$ cat config.mk
export PLATFORM = sky130hd
export DESIGN_NAME = riscv_controller
export DESIGN_NICKNAME = d
export VERILOG_FILES = /design/src/design/riscv_ctrl_pkg.sv /design/src/design/riscv_controller.sv /design/src/design/riscv_ctrl_fsm.sv /design/src/design/riscv_fwd_unit.sv /design/src/design/riscv_hazard_unit.sv
export VERILOG_INCLUDE_DIRS = /design/src /design/src/design
export SDC_FILE = /design/constraint.sdc
export NUM_CORES = 1
export LEC_CHECK = 0
export BUFFER_PORTS_ARGS = -buffer_cell sky130_fd_sc_hd__buf_2
export CAP_MARGIN = 10
export CORE_MARGIN = 1
export CORE_UTILIZATION = 25
export CTS_CLUSTER_SIZE = 14
export DETAILED_ROUTE_END_ITERATION = 10
export SLEW_MARGIN = 40
export SYNTH_ARGS = -nofsm -noshare
export SYNTH_HDL_FRONTEND = slang
export SYNTH_HIERARCHICAL = 1
export SYNTH_SLANG_ARGS = --single-unit
$ cat constraint.sdc
create_clock -name clk -period 1.4 [get_ports clk]
set_input_delay 0.07 -clock clk [delete_from_list [all_inputs] [get_ports clk]]
set_output_delay 0.07 -clock clk [all_outputs]
set_load 0.02 [all_outputs]
$ cat src/design/riscv_ctrl_cfg.svh
////////////////////////////////////////////////////////////
// riscv controller configuration
// field widths shared by the controller package
////////////////////////////////////////////////////////////

`ifndef RISCV_CTRL_CFG_SVH
`define RISCV_CTRL_CFG_SVH

// main FSM state encoding
// 7 states, fits in 3 bits
`define RISCV_CTRL_STATE_W 3

// pc mux select toward the fetch stage
// keeps room for the unused debug npc code
`define RISCV_PC_SEL_W 3

// jump kind coming out of the decoder
`define RISCV_JUMP_W 2

// operand forwarding mux select
// regfile, EX path or WB path
`define RISCV_FW_SEL_W 2

`endif

$ cat src/design/riscv_ctrl_pkg.sv
////////////////////////////////////////////////////////////
// riscv controller package
// enum types for the FSM, the pc mux, the jump kind and
// the operand forwarding selects
////////////////////////////////////////////////////////////

package riscv_ctrl_pkg;

  `include "riscv_ctrl_cfg.svh"

  // main controller states
  typedef enum logic [`RISCV_CTRL_STATE_W-1:0] {
    RESET,
    BOOT_SET,
    SLEEP,
    FIRST_FETCH,
    DECODE,
    FLUSH_EX,
    FLUSH_WB
  } ctrl_state_e;

  // next pc source, encoding matches the fetch stage mux
  typedef enum logic [`RISCV_PC_SEL_W-1:0] {
    PC_BOOT      = 3'b000,
    PC_JUMP      = 3'b010,
    PC_BRANCH    = 3'b011,
    PC_EXCEPTION = 3'b100,
    PC_ERET      = 3'b101
  } pc_sel_e;

  // kind of control transfer seen in decode
  typedef enum logic [`RISCV_JUMP_W-1:0] {
    BRANCH_NONE = 2'b00,
    BRANCH_JAL  = 2'b01,
    BRANCH_JALR = 2'b10,
    BRANCH_COND = 2'b11
  } jump_kind_e;

  // operand source in the ID stage
  typedef enum logic [`RISCV_FW_SEL_W-1:0] {
    SEL_REGFILE = 2'b00,
    SEL_FW_EX   = 2'b01,
    SEL_FW_WB   = 2'b10
  } fw_sel_e;

endpackage

$ cat src/design/riscv_controller.sv
////////////////////////////////////////////////////////////
// riscv controller top
// main FSM, hazard unit and forwarding unit side by side
////////////////////////////////////////////////////////////

module riscv_controller (
  input  logic                       clk,
  input  logic                       rst_n,
  input  logic                       fetch_enable_i,
  input  logic                       instr_valid_i,
  input  logic                       illegal_insn_i,
  input  logic                       mret_insn_i,
  input  logic                       pipe_flush_i,
  input  logic                       branch_taken_ex_i,
  input  riscv_ctrl_pkg::jump_kind_e jump_in_dec_i,
  input  logic                       int_req_i,
  input  logic                       ext_req_i,
  input  logic                       id_ready_i,
  input  logic                       ex_valid_i,
  input  logic                       data_req_ex_i,
  input  logic                       data_misaligned_i,
  input  logic                       mult_multicycle_i,
  input  logic                       regfile_we_ex_i,
  input  logic                       regfile_we_wb_i,
  input  logic                       regfile_alu_we_fw_i,
  input  logic                       reg_d_ex_is_reg_a_i,
  input  logic                       reg_d_ex_is_reg_b_i,
  input  logic                       reg_d_ex_is_reg_c_i,
  input  logic                       reg_d_wb_is_reg_a_i,
  input  logic                       reg_d_wb_is_reg_b_i,
  input  logic                       reg_d_wb_is_reg_c_i,
  input  logic                       reg_d_alu_is_reg_a_i,
  input  logic                       reg_d_alu_is_reg_b_i,
  input  logic                       reg_d_alu_is_reg_c_i,
  input  logic                       csr_busy_i,
  input  logic                       csr_access_id_i,
  output logic                       ctrl_busy_o,
  output logic                       is_decoding_o,
  output logic                       deassert_we_o,
  output logic                       instr_req_o,
  output logic                       pc_set_o,
  output riscv_ctrl_pkg::pc_sel_e    pc_mux_o,
  output logic                       exc_ack_o,
  output logic                       irq_ack_o,
  output logic                       exc_save_if_o,
  output logic                       exc_save_id_o,
  output logic                       exc_save_takenbranch_o,
  output logic                       exc_restore_id_o,
  output logic                       halt_if_o,
  output logic                       halt_id_o,
  output logic                       load_stall_o,
  output logic                       csr_stall_o,
  output logic                       jr_stall_o,
  output riscv_ctrl_pkg::fw_sel_e    operand_a_fw_mux_sel_o,
  output riscv_ctrl_pkg::fw_sel_e    operand_b_fw_mux_sel_o,
  output riscv_ctrl_pkg::fw_sel_e    operand_c_fw_mux_sel_o
);

  // FSM waits on the jalr hazard before setting the pc
  riscv_ctrl_fsm u_fsm (.*, .jr_stall_i(jr_stall_o));

  // hazard unit sees the decode state for the we deassert
  // match and write-enable inputs are shared with u_fwd
  riscv_hazard_unit u_hazard (.*, .is_decoding_i(is_decoding_o));

  riscv_fwd_unit u_fwd (.*);

endmodule

$ cat src/design/riscv_ctrl_fsm.sv
////////////////////////////////////////////////////////////
// riscv main control FSM
// boot, sleep, decode and pipeline flush sequencing,
// jump / mret pc redirect and exception or interrupt entry
////////////////////////////////////////////////////////////

module riscv_ctrl_fsm (
  input  logic                       clk,
  input  logic                       rst_n,
  input  logic                       fetch_enable_i,
  input  logic                       instr_valid_i,
  input  logic                       mret_insn_i,
  input  logic                       pipe_flush_i,
  input  logic                       branch_taken_ex_i,
  input  riscv_ctrl_pkg::jump_kind_e jump_in_dec_i,
  input  logic                       int_req_i,
  input  logic                       ext_req_i,
  input  logic                       id_ready_i,
  input  logic                       ex_valid_i,
  input  logic                       jr_stall_i,
  output logic                       ctrl_busy_o,
  output logic                       is_decoding_o,
  output logic                       instr_req_o,
  output logic                       pc_set_o,
  output riscv_ctrl_pkg::pc_sel_e    pc_mux_o,
  output logic                       exc_ack_o,
  output logic                       irq_ack_o,
  output logic                       exc_save_if_o,
  output logic                       exc_save_id_o,
  output logic                       exc_save_takenbranch_o,
  output logic                       exc_restore_id_o,
  output logic                       halt_if_o,
  output logic                       halt_id_o
);

  import riscv_ctrl_pkg::*;

  ctrl_state_e state_q;
  ctrl_state_e state_d;
  logic        jump_done_q;
  logic        jump_done_d;
  logic        exc_req;
  logic        is_jump;
  logic        flush_req;

  // any pending trap, synchronous or external
  assign exc_req = int_req_i | ext_req_i;

  // unconditional jumps have their target ready in decode
  assign is_jump = (jump_in_dec_i == BRANCH_JAL) || (jump_in_dec_i == BRANCH_JALR);

  // wfi, or mret going back to sleep
  assign flush_req = pipe_flush_i | (mret_insn_i & ~fetch_enable_i);

  ////////////////////////////////////////////////////////////
  // next state and output decode
  ////////////////////////////////////////////////////////////
  always_comb begin
    state_d                = state_q;
    jump_done_d            = jump_done_q;
    instr_req_o            = 1'b1;
    ctrl_busy_o            = 1'b1;
    is_decoding_o          = 1'b0;
    pc_set_o               = 1'b0;
    pc_mux_o               = PC_BOOT;
    exc_ack_o              = 1'b0;
    irq_ack_o              = 1'b0;
    exc_save_if_o          = 1'b0;
    exc_save_id_o          = 1'b0;
    exc_save_takenbranch_o = 1'b0;
    exc_restore_id_o       = 1'b0;
    halt_if_o              = 1'b0;
    halt_id_o              = 1'b0;

    case (state_q)
      // idle after reset until fetch is enabled
      RESET: begin
        ctrl_busy_o = 1'b0;
        instr_req_o = 1'b0;
        if (fetch_enable_i) begin
          state_d = BOOT_SET;
        end
      end

      // load the boot address into the fetch pc
      BOOT_SET: begin
        pc_set_o = 1'b1;
        pc_mux_o = PC_BOOT;
        state_d  = FIRST_FETCH;
      end

      // pipeline is empty, wake on fetch enable or a trap
      SLEEP: begin
        ctrl_busy_o = 1'b0;
        instr_req_o = 1'b0;
        halt_if_o   = 1'b1;
        halt_id_o   = 1'b1;
        if (fetch_enable_i || exc_req) begin
          state_d = FIRST_FETCH;
        end
      end

      // wait for the first instruction to reach ID
      FIRST_FETCH: begin
        if (id_ready_i) begin
          state_d = DECODE;
        end
        // a wakeup trap redirects right away, pc is still in IF
        if (exc_req) begin
          pc_set_o      = 1'b1;
          pc_mux_o      = PC_EXCEPTION;
          exc_ack_o     = 1'b1;
          irq_ack_o     = ext_req_i;
          exc_save_if_o = 1'b1;
        end
      end

      DECODE: begin
        // only decode when no taken branch sits in EX
        if (instr_valid_i && !branch_taken_ex_i) begin
          is_decoding_o = 1'b1;

          // jal / jalr, wait out the jr hazard, redirect only once
          if (is_jump) begin
            pc_mux_o = PC_JUMP;
            if (!jr_stall_i && !jump_done_q) begin
              pc_set_o    = 1'b1;
              jump_done_d = 1'b1;
            end
          end

          // mret first, then ecall/illegal, then interrupts
          if (mret_insn_i) begin
            pc_mux_o         = PC_ERET;
            exc_restore_id_o = 1'b1;
            if (!jump_done_q) begin
              pc_set_o    = 1'b1;
              jump_done_d = 1'b1;
            end
          end else if (int_req_i) begin
            pc_set_o      = 1'b1;
            pc_mux_o      = PC_EXCEPTION;
            exc_ack_o     = 1'b1;
            // keep the trapping instruction out of EX
            halt_id_o     = 1'b1;
            exc_save_id_o = 1'b1;
          end else if (ext_req_i) begin
            pc_set_o      = 1'b1;
            pc_mux_o      = PC_EXCEPTION;
            exc_ack_o     = 1'b1;
            irq_ack_o     = 1'b1;
            halt_id_o     = 1'b1;
            exc_save_id_o = 1'b1;
          end

          // drain EX and WB before sleeping or resuming
          if (flush_req) begin
            halt_if_o = 1'b1;
            halt_id_o = 1'b1;
            state_d   = FLUSH_EX;
          end
        end

        // interrupt with an empty ID stage, return pc comes from IF
        if (!instr_valid_i && !branch_taken_ex_i && ext_req_i) begin
          pc_set_o      = 1'b1;
          pc_mux_o      = PC_EXCEPTION;
          exc_ack_o     = 1'b1;
          irq_ack_o     = 1'b1;
          halt_id_o     = 1'b1;
          exc_save_if_o = 1'b1;
        end

        // taken branch in EX wins over whatever is in ID
        if (branch_taken_ex_i) begin
          pc_set_o = 1'b1;
          pc_mux_o = PC_BRANCH;
          // interrupt on a taken branch, return to the branch target
          if (ext_req_i) begin
            pc_mux_o               = PC_EXCEPTION;
            exc_ack_o              = 1'b1;
            irq_ack_o              = 1'b1;
            halt_id_o              = 1'b1;
            exc_save_takenbranch_o = 1'b1;
          end
        end
      end

      // nop into EX, wait for the last instruction to finish
      FLUSH_EX: begin
        halt_if_o = 1'b1;
        halt_id_o = 1'b1;
        if (ex_valid_i) begin
          state_d = FLUSH_WB;
        end
      end

      // nop into WB, then resume or sleep
      FLUSH_WB: begin
        halt_if_o = 1'b1;
        halt_id_o = 1'b1;
        if (fetch_enable_i) begin
          halt_if_o = 1'b0;
          state_d   = DECODE;
        end else begin
          state_d = SLEEP;
        end
      end

      default: begin
        instr_req_o = 1'b0;
        state_d     = RESET;
      end
    endcase
  end

  ////////////////////////////////////////////////////////////
  // state and jump-done registers
  ////////////////////////////////////////////////////////////
  always_ff @(posedge clk or negedge rst_n) begin
    if (!rst_n) begin
      state_q     <= RESET;
      jump_done_q <= 1'b0;
    end else begin
      state_q     <= state_d;
      // flag lives until ID accepts the next instruction
      jump_done_q <= jump_done_d & ~id_ready_i;
    end
  end

endmodule

$ cat src/design/riscv_fwd_unit.sv
////////////////////////////////////////////////////////////
// riscv forwarding unit
// operand a, b and c source selects for the ID stage
////////////////////////////////////////////////////////////

module riscv_fwd_unit (
  input  logic                    regfile_we_wb_i,
  input  logic                    regfile_alu_we_fw_i,
  input  logic                    reg_d_wb_is_reg_a_i,
  input  logic                    reg_d_wb_is_reg_b_i,
  input  logic                    reg_d_wb_is_reg_c_i,
  input  logic                    reg_d_alu_is_reg_a_i,
  input  logic                    reg_d_alu_is_reg_b_i,
  input  logic                    reg_d_alu_is_reg_c_i,
  input  logic                    data_misaligned_i,
  input  logic                    mult_multicycle_i,
  output riscv_ctrl_pkg::fw_sel_e operand_a_fw_mux_sel_o,
  output riscv_ctrl_pkg::fw_sel_e operand_b_fw_mux_sel_o,
  output riscv_ctrl_pkg::fw_sel_e operand_c_fw_mux_sel_o
);

  import riscv_ctrl_pkg::*;

  // newest value wins, ALU path before WB before regfile
  function automatic fw_sel_e base_sel(input logic wb_hit, input logic alu_hit);
    fw_sel_e sel;
    sel = SEL_REGFILE;
    if (regfile_we_wb_i && wb_hit) begin
      sel = SEL_FW_WB;
    end
    if (regfile_alu_we_fw_i && alu_hit) begin
      sel = SEL_FW_EX;
    end
    return sel;
  endfunction

  always_comb begin
    operand_a_fw_mux_sel_o = base_sel(reg_d_wb_is_reg_a_i, reg_d_alu_is_reg_a_i);
    operand_b_fw_mux_sel_o = base_sel(reg_d_wb_is_reg_b_i, reg_d_alu_is_reg_b_i);
    operand_c_fw_mux_sel_o = base_sel(reg_d_wb_is_reg_c_i, reg_d_alu_is_reg_c_i);

    // second half of a misaligned access
    // address comes back from EX, offset from the regfile
    if (data_misaligned_i) begin
      operand_a_fw_mux_sel_o = SEL_FW_EX;
      operand_b_fw_mux_sel_o = SEL_REGFILE;
    end else if (mult_multicycle_i) begin
      // multicycle mul keeps its partial result on operand c
      operand_c_fw_mux_sel_o = SEL_FW_EX;
    end
  end

endmodule

$ cat src/design/riscv_hazard_unit.sv
////////////////////////////////////////////////////////////
// riscv hazard unit
// load-use, csr-use and jump-register stall detection,
// plus the write-enable deassert for the ID stage
////////////////////////////////////////////////////////////

module riscv_hazard_unit (
  input  logic                       is_decoding_i,
  input  logic                       illegal_insn_i,
  input  logic                       data_req_ex_i,
  input  logic                       regfile_we_ex_i,
  input  logic                       regfile_we_wb_i,
  input  logic                       regfile_alu_we_fw_i,
  input  logic                       reg_d_ex_is_reg_a_i,
  input  logic                       reg_d_ex_is_reg_b_i,
  input  logic                       reg_d_ex_is_reg_c_i,
  input  logic                       reg_d_wb_is_reg_a_i,
  input  logic                       reg_d_alu_is_reg_a_i,
  input  logic                       csr_busy_i,
  input  logic                       csr_access_id_i,
  input  riscv_ctrl_pkg::jump_kind_e jump_in_dec_i,
  output logic                       load_stall_o,
  output logic                       csr_stall_o,
  output logic                       jr_stall_o,
  output logic                       deassert_we_o
);

  import riscv_ctrl_pkg::*;

  logic ex_dest_hit;
  logic rega_pending;

  // EX destination is one of the ID sources
  assign ex_dest_hit = reg_d_ex_is_reg_a_i | reg_d_ex_is_reg_b_i | reg_d_ex_is_reg_c_i;

  // load data arrives only after WB, so stall a dependent op
  assign load_stall_o = data_req_ex_i & regfile_we_ex_i & ex_dest_hit;

  // coarse check, any csr access in ID waits for a csr write in EX
  assign csr_stall_o = csr_busy_i & csr_access_id_i;

  // register a still in flight on some write path
  assign rega_pending = (regfile_we_wb_i & reg_d_wb_is_reg_a_i) |
                        (regfile_we_ex_i & reg_d_ex_is_reg_a_i) |
                        (regfile_alu_we_fw_i & reg_d_alu_is_reg_a_i);

  // jalr target is not forwarded to the pc, always wait
  assign jr_stall_o = (jump_in_dec_i == BRANCH_JALR) & rega_pending;

  ////////////////////////////////////////////////////////////
  // write-enable deassert
  ////////////////////////////////////////////////////////////

  // no register write for a stalled, illegal or non-decoded op
  assign deassert_we_o = ~is_decoding_i |
                         illegal_insn_i |
                         load_stall_o   |
                         csr_stall_o    |
                         jr_stall_o;

endmodule

# == Word-level counts from Yosys, hierarchy flattened ==
# Index checks and enable logic that the tools add are counted.
# word_totals
out_inout_bits,25
regBits,4
memories,0
word_cells,143
latchBits,0
mem_bits_rw,0
rom_bits,0
# op_classes
div_mod_pow,0
n_bitwise,22
reduce_logical,22
mul,0
n_eq_ne,14
n_addsub,0
n_lt_le_gt_ge,0
shifts,0
mux,83
# ops
cell,n
$mux W1,49
$mux W3,15
$mux W2,11
$pmux W3 S7,1
$logic_and A1 B1 Y1,10
$or A1 B1 Y1,10
$and A1 B1 Y1,9
$eq A3 B3 Y1 const B,3
$pmux W1 S2,4
$eq A3 B2 Y1 const B,2
$ne A2 B1 Y1 const B,3
$ne A2 B2 Y1 const B,3
$pmux W1 S3,2
$pmux W3 S2,1
$reduce_and A6 Y1,1
$reduce_or A5 Y1,1
$logic_not A1 Y1,4
$reduce_or A2 Y1,2
$eq A3 B1 Y1 const B,1
$logic_not A3 Y1,1
$not A1 Y1,3
$reduce_or A3 Y1,1
$eq A2 B1 Y1 const B,1
$eq A2 B2 Y1 const B,1
$logic_or A1 B1 Y1,2

# == Depth between registers and ports, before layout ==
# logic_depth
word_depth,15
ltp_mapped,6
ltp_nobuf,5

# == Modules after synthesis ==
# Netlist, hierarchy kept.
# modules_own_cells
mod,n_inst,cells_each,area_each_um2,seq_area_each_um2
riscv_ctrl_fsm,1,86,601.8,100.1
riscv_fwd_unit,1,11,62.6,0.0
riscv_hazard_unit,1,9,55.1,0.0

# == Least setup slack after synthesis ==
# OpenSTA, ideal clock, no wires.
# synth_path
path_type,flip-flop to output port
startpoint,register u_fsm.state_q[1]
endpoint,output deassert_we_o
path_slack_ns,-0.142
t_arrival_ns,1.472
n_path_buf,1
required_time_ns,1.330
path_stages_with_launch,7
cell_sequence,dfrtp_1 > buf_2 > inv_2 > nand3_2 > nor2_1 > nor2b_1 > o2111ai_1
# synth_via
elab_chain_len,7
# synth_lines
element,line,source
from (decl),riscv_ctrl_fsm.sv:38,ctrl_state_e state_q;
from (signal assigned),riscv_ctrl_fsm.sv:225,state_q <= state_d;
$eq A3 B3 Y1,riscv_ctrl_fsm.sv:75,case (state_q)
$mux W1,riscv_ctrl_fsm.sv:75,
via is_decoding_o,riscv_controller.sv:38,"output logic is_decoding_o,"
$not A1 Y1,riscv_hazard_unit.sv:55,assign deassert_we_o = ~is_decoding_i |
$or A1 B1 Y1,riscv_hazard_unit.sv:55,
$or A1 B1 Y1,riscv_hazard_unit.sv:56,illegal_insn_i |
$or A1 B1 Y1,riscv_hazard_unit.sv:57,load_stall_o |
$or A1 B1 Y1,riscv_hazard_unit.sv:58,csr_stall_o |
to (decl),riscv_controller.sv:39,"output logic deassert_we_o,"
# The timed path passes the listed nets, and every way through them passes these cells.

# == Worst setup path in the final report ==
# layout_path
startpoint,register u_fsm.state_q[0]
endpoint,output halt_id_o
# layout_via
elab_chain_len,3
elab_cells_between_ends,6
cone_classes,eq/ne: 4; mux: 1; reduce/logical: 1
# layout_lines
element,line,source
$eq A3 B2 Y1 or $eq A3 B3 Y1 (tied branches),riscv_ctrl_fsm.sv:75,
$reduce_or A3 Y1 (no source line),-,
$pmux W1 S2 (*),riscv_ctrl_fsm.sv:75,
to (decl),riscv_controller.sv:50,"output logic halt_id_o,"
# Every way passes the cells marked *; elsewhere a longest branch is shown, timed or not.

==> results.tsv <==
metric	value	unit
Sw Pwr	0.879	mW
number of synthesized flops with an enable pin	0	
max-slew violation count	0	
Area Growth Syn to Fin	71.5	%
power density cells	1460	nW/um^2
GP Congestion	0.807	
Hold/Removal Path Class	input pin to flop	
wire per inst	11.7	um
Yosys reg bits	4	
critical path peak fanout	6	
Worst setup EP type	output pin	
Layout Cells excl Fill	203	
initial drt markers	50	
crit path DAT	1.45	ns
fin crit share	109	%
failing checks	setup timing	
GRT Total Usage	15.1	%
placed inst area	1040	sq um
WS Path Type	flop to output pin	
Overflow after GRT	0	
Syn Nets	137	
Startpoint Class	flop	
antenna-violating nets left	0	
initial antenna violation count	0	
Starting Density	26.3	%
H-Tree Depth	1	
ratio of cells with drive above 1 in the final layout	55.8	%
Final Hold Viols	0	
unrepaired setup endpoints after global routing	yes	
top-count cell post-synth	nand2_1	
die area	3100	sq um
CTS max path bufs	2	
register area share after synthesis	13.9	%
buffers added on ports	55	
Root Buffer Master	clkbuf_4	
final clock skew	0.00497	ns
Yosys warning count	6	
Sink Count	4	
TritonCTS Buffers	3	
final instance area	1230	sq um
CTS tree	built	
Least-Margin Pin Slew	0.414	ns
DP Wirelength	1.78	mm
pre-CTS WS	0.0591	ns
Most used DFF post-synth	dfrtp_1	
total vias in the final route	1048	
Max Cap Viol	0	
Post-synth top cells	nand2_1 (11), nor2_1 (10), a21oi_1 (9)	
Clock Latency Late Sink	0.23	ns
Die W	55.6	um
required time worst endpoint	1.33	ns
final worst path period need	1.52	ns
global-route wire length before repair	3.81	mm
dpl cells	191	
Clock Power Share	7.7	%
synthesized area	719	sq um
combinational power share	78.7	%
antenna cell count	0	
Syn Inst Count	106	
vias in the first global route	921	
VDD IR max	0.00129	V
worst relative slew slack	72.4	%
site row count	19	
largest net degree at the start of global routing	12	
setup violators final	13	
Initial DRT Pass Iterations	4	
IO Pins	56	
Leak	0.625	nW
Synth cell types	44	
Synth area leader	dfrtp_1	
run status	finished with violations	
Post-synth ARST share	100	%
Via density	5.16	
total power	1.80	mW
Total Wirelength	2.37	mm
Synth area leaders	dfrtp_1 (14%), a21oi_1 (6.3%), nand2_1 (5.7%), nor2_1 (5.2%), nand2b_1 (4.3%)	
fin nets	205	
chip height	55.6	um
Clk pin slew, worst setup/hold paths	0.04	ns
Yosys top cell area share	13.9	%
Int Pwr	0.925	mW
Max Clock Freq	657	MHz
register-to-register setup slack	0.10	ns
Flop pwr share	13.6	%
sw frac	48.7	%
Setup WS post-layout	-0.123	ns
DRC	0	
core area	2730	sq um
Synth Area per Inst	6.79	sq um
[final timing paths]
path	start	endpoint	depth (start not counted)
min in group asynchronous	rst_n	u_fsm/jump_done_q$_DFF_PN0_	2
worst max register to register	u_fsm/state_q[0]$_DFFE_PN0P_	u_fsm/state_q[0]$_DFFE_PN0P_	4
max in group asynchronous	rst_n	u_fsm/state_q[1]$_DFFE_PN0P_	2
worst max-delay path	u_fsm/state_q[0]$_DFFE_PN0P_	halt_id_o	4
worst min-delay path	id_ready_i	u_fsm/jump_done_q$_DFF_PN0_	2
worst min register to register	u_fsm/jump_done_q$_DFF_PN0_	u_fsm/jump_done_q$_DFF_PN0_	2
[state kept, by name, indices dropped and copies added, names as in the netlist]
register           flops
u_fsm/state_q          3
u_fsm/jump_done_q      1
[layer usage]
layer,vias to the layer above,wire length [um],GRT usage (%)
met4,0,0,6.79
li1,513,-,-
met1,484,964,17.5
met3,0,202,2.56
met5,-,0,0
met2,51,1200,27.0
[area by class of cell]
type                    count  area [sq um]
fillers                   271          1500
multi-input cells          86           604
repair buffers             69           427
flip-flops and latches      4           104
well taps                  31          38.8
inverters                  10          37.5
clock buffers               3          22.5
[stage by stage]
step	utilization [%]	hold slack [ns]	TNS, ns
finish	45.1	0.0991	-0.822
global route	45.1	0.0996	-1.68
CTS	41.9	0.0813	-0.818
detailed placement	38.1	-0.123	0
global placement	38.1	-0.123	0
floorplan	-	-0.226	-0.0578
[critical path: stages (launching register included)]
cell and delay, ns:
dfrtp_2 0.45, or2_1 0.24, o22ai_1 0.24, a31oi_1 0.13, buf_2 0.17
[layout by cell type (no fill, tap or decap), types with 2 or more instances in the layout]
cell type,synthesis,routed
a31oi_1,2,2
buf_4,1,23
and3_1,3,3
o22ai_1,3,3
o21a_1,3,3
nor2b_1,5,3
inv_1,8,7
nand2_1,11,10
buf_6,1,3
o21ai_1,1,3
o31ai_2,1,2
a21oi_1,9,8
dfrtp_2,0,3
nor2_1,10,9
clkbuf_4,0,3
nor2b_2,1,2
nand2b_1,5,5
inv_2,2,3
buf_2,3,42
o211ai_1,2,2
o21ai_0,5,3
[logic make-up after synthesis]
kind of cell	count (synthesis)	share of synthesized area (%)
and+or+nand+nor	49	38.4
AOI/OAI and AO/OA	36	36.0
buffers and inverters	16	10.4
DFF	4	13.9
xor gates and xnor gates	1	1.22
[repair_timing]
| action | 4_1_cts | 5_1_grt |
|---|---|---|
| hold endpoints to repair | 4 | 0 |
| pin swaps | 6 | 1 |
| setup endpoints to repair | 15 | 15 |
| gates cloned | 0 | 0 |
| hold buffers | 1 | 0 |
| resized for setup | 17 | 17 |
| setup buffers | 4 | 4 |
[power by group through the flow]
stage | Combinational (mW) | Clock [mW] | Sequential (mW)
global placement | 1.12 | 0 | 0.238
global route | 1.53 | 0.145 | 0.251
detailed placement | 1.14 | 0 | 0.241
finish | 1.42 | 0.139 | 0.246
floorplan | 0.866 | 0 | 0.178
CTS | 1.29 | 0.146 | 0.242
(Power assumes the default switching activity.)
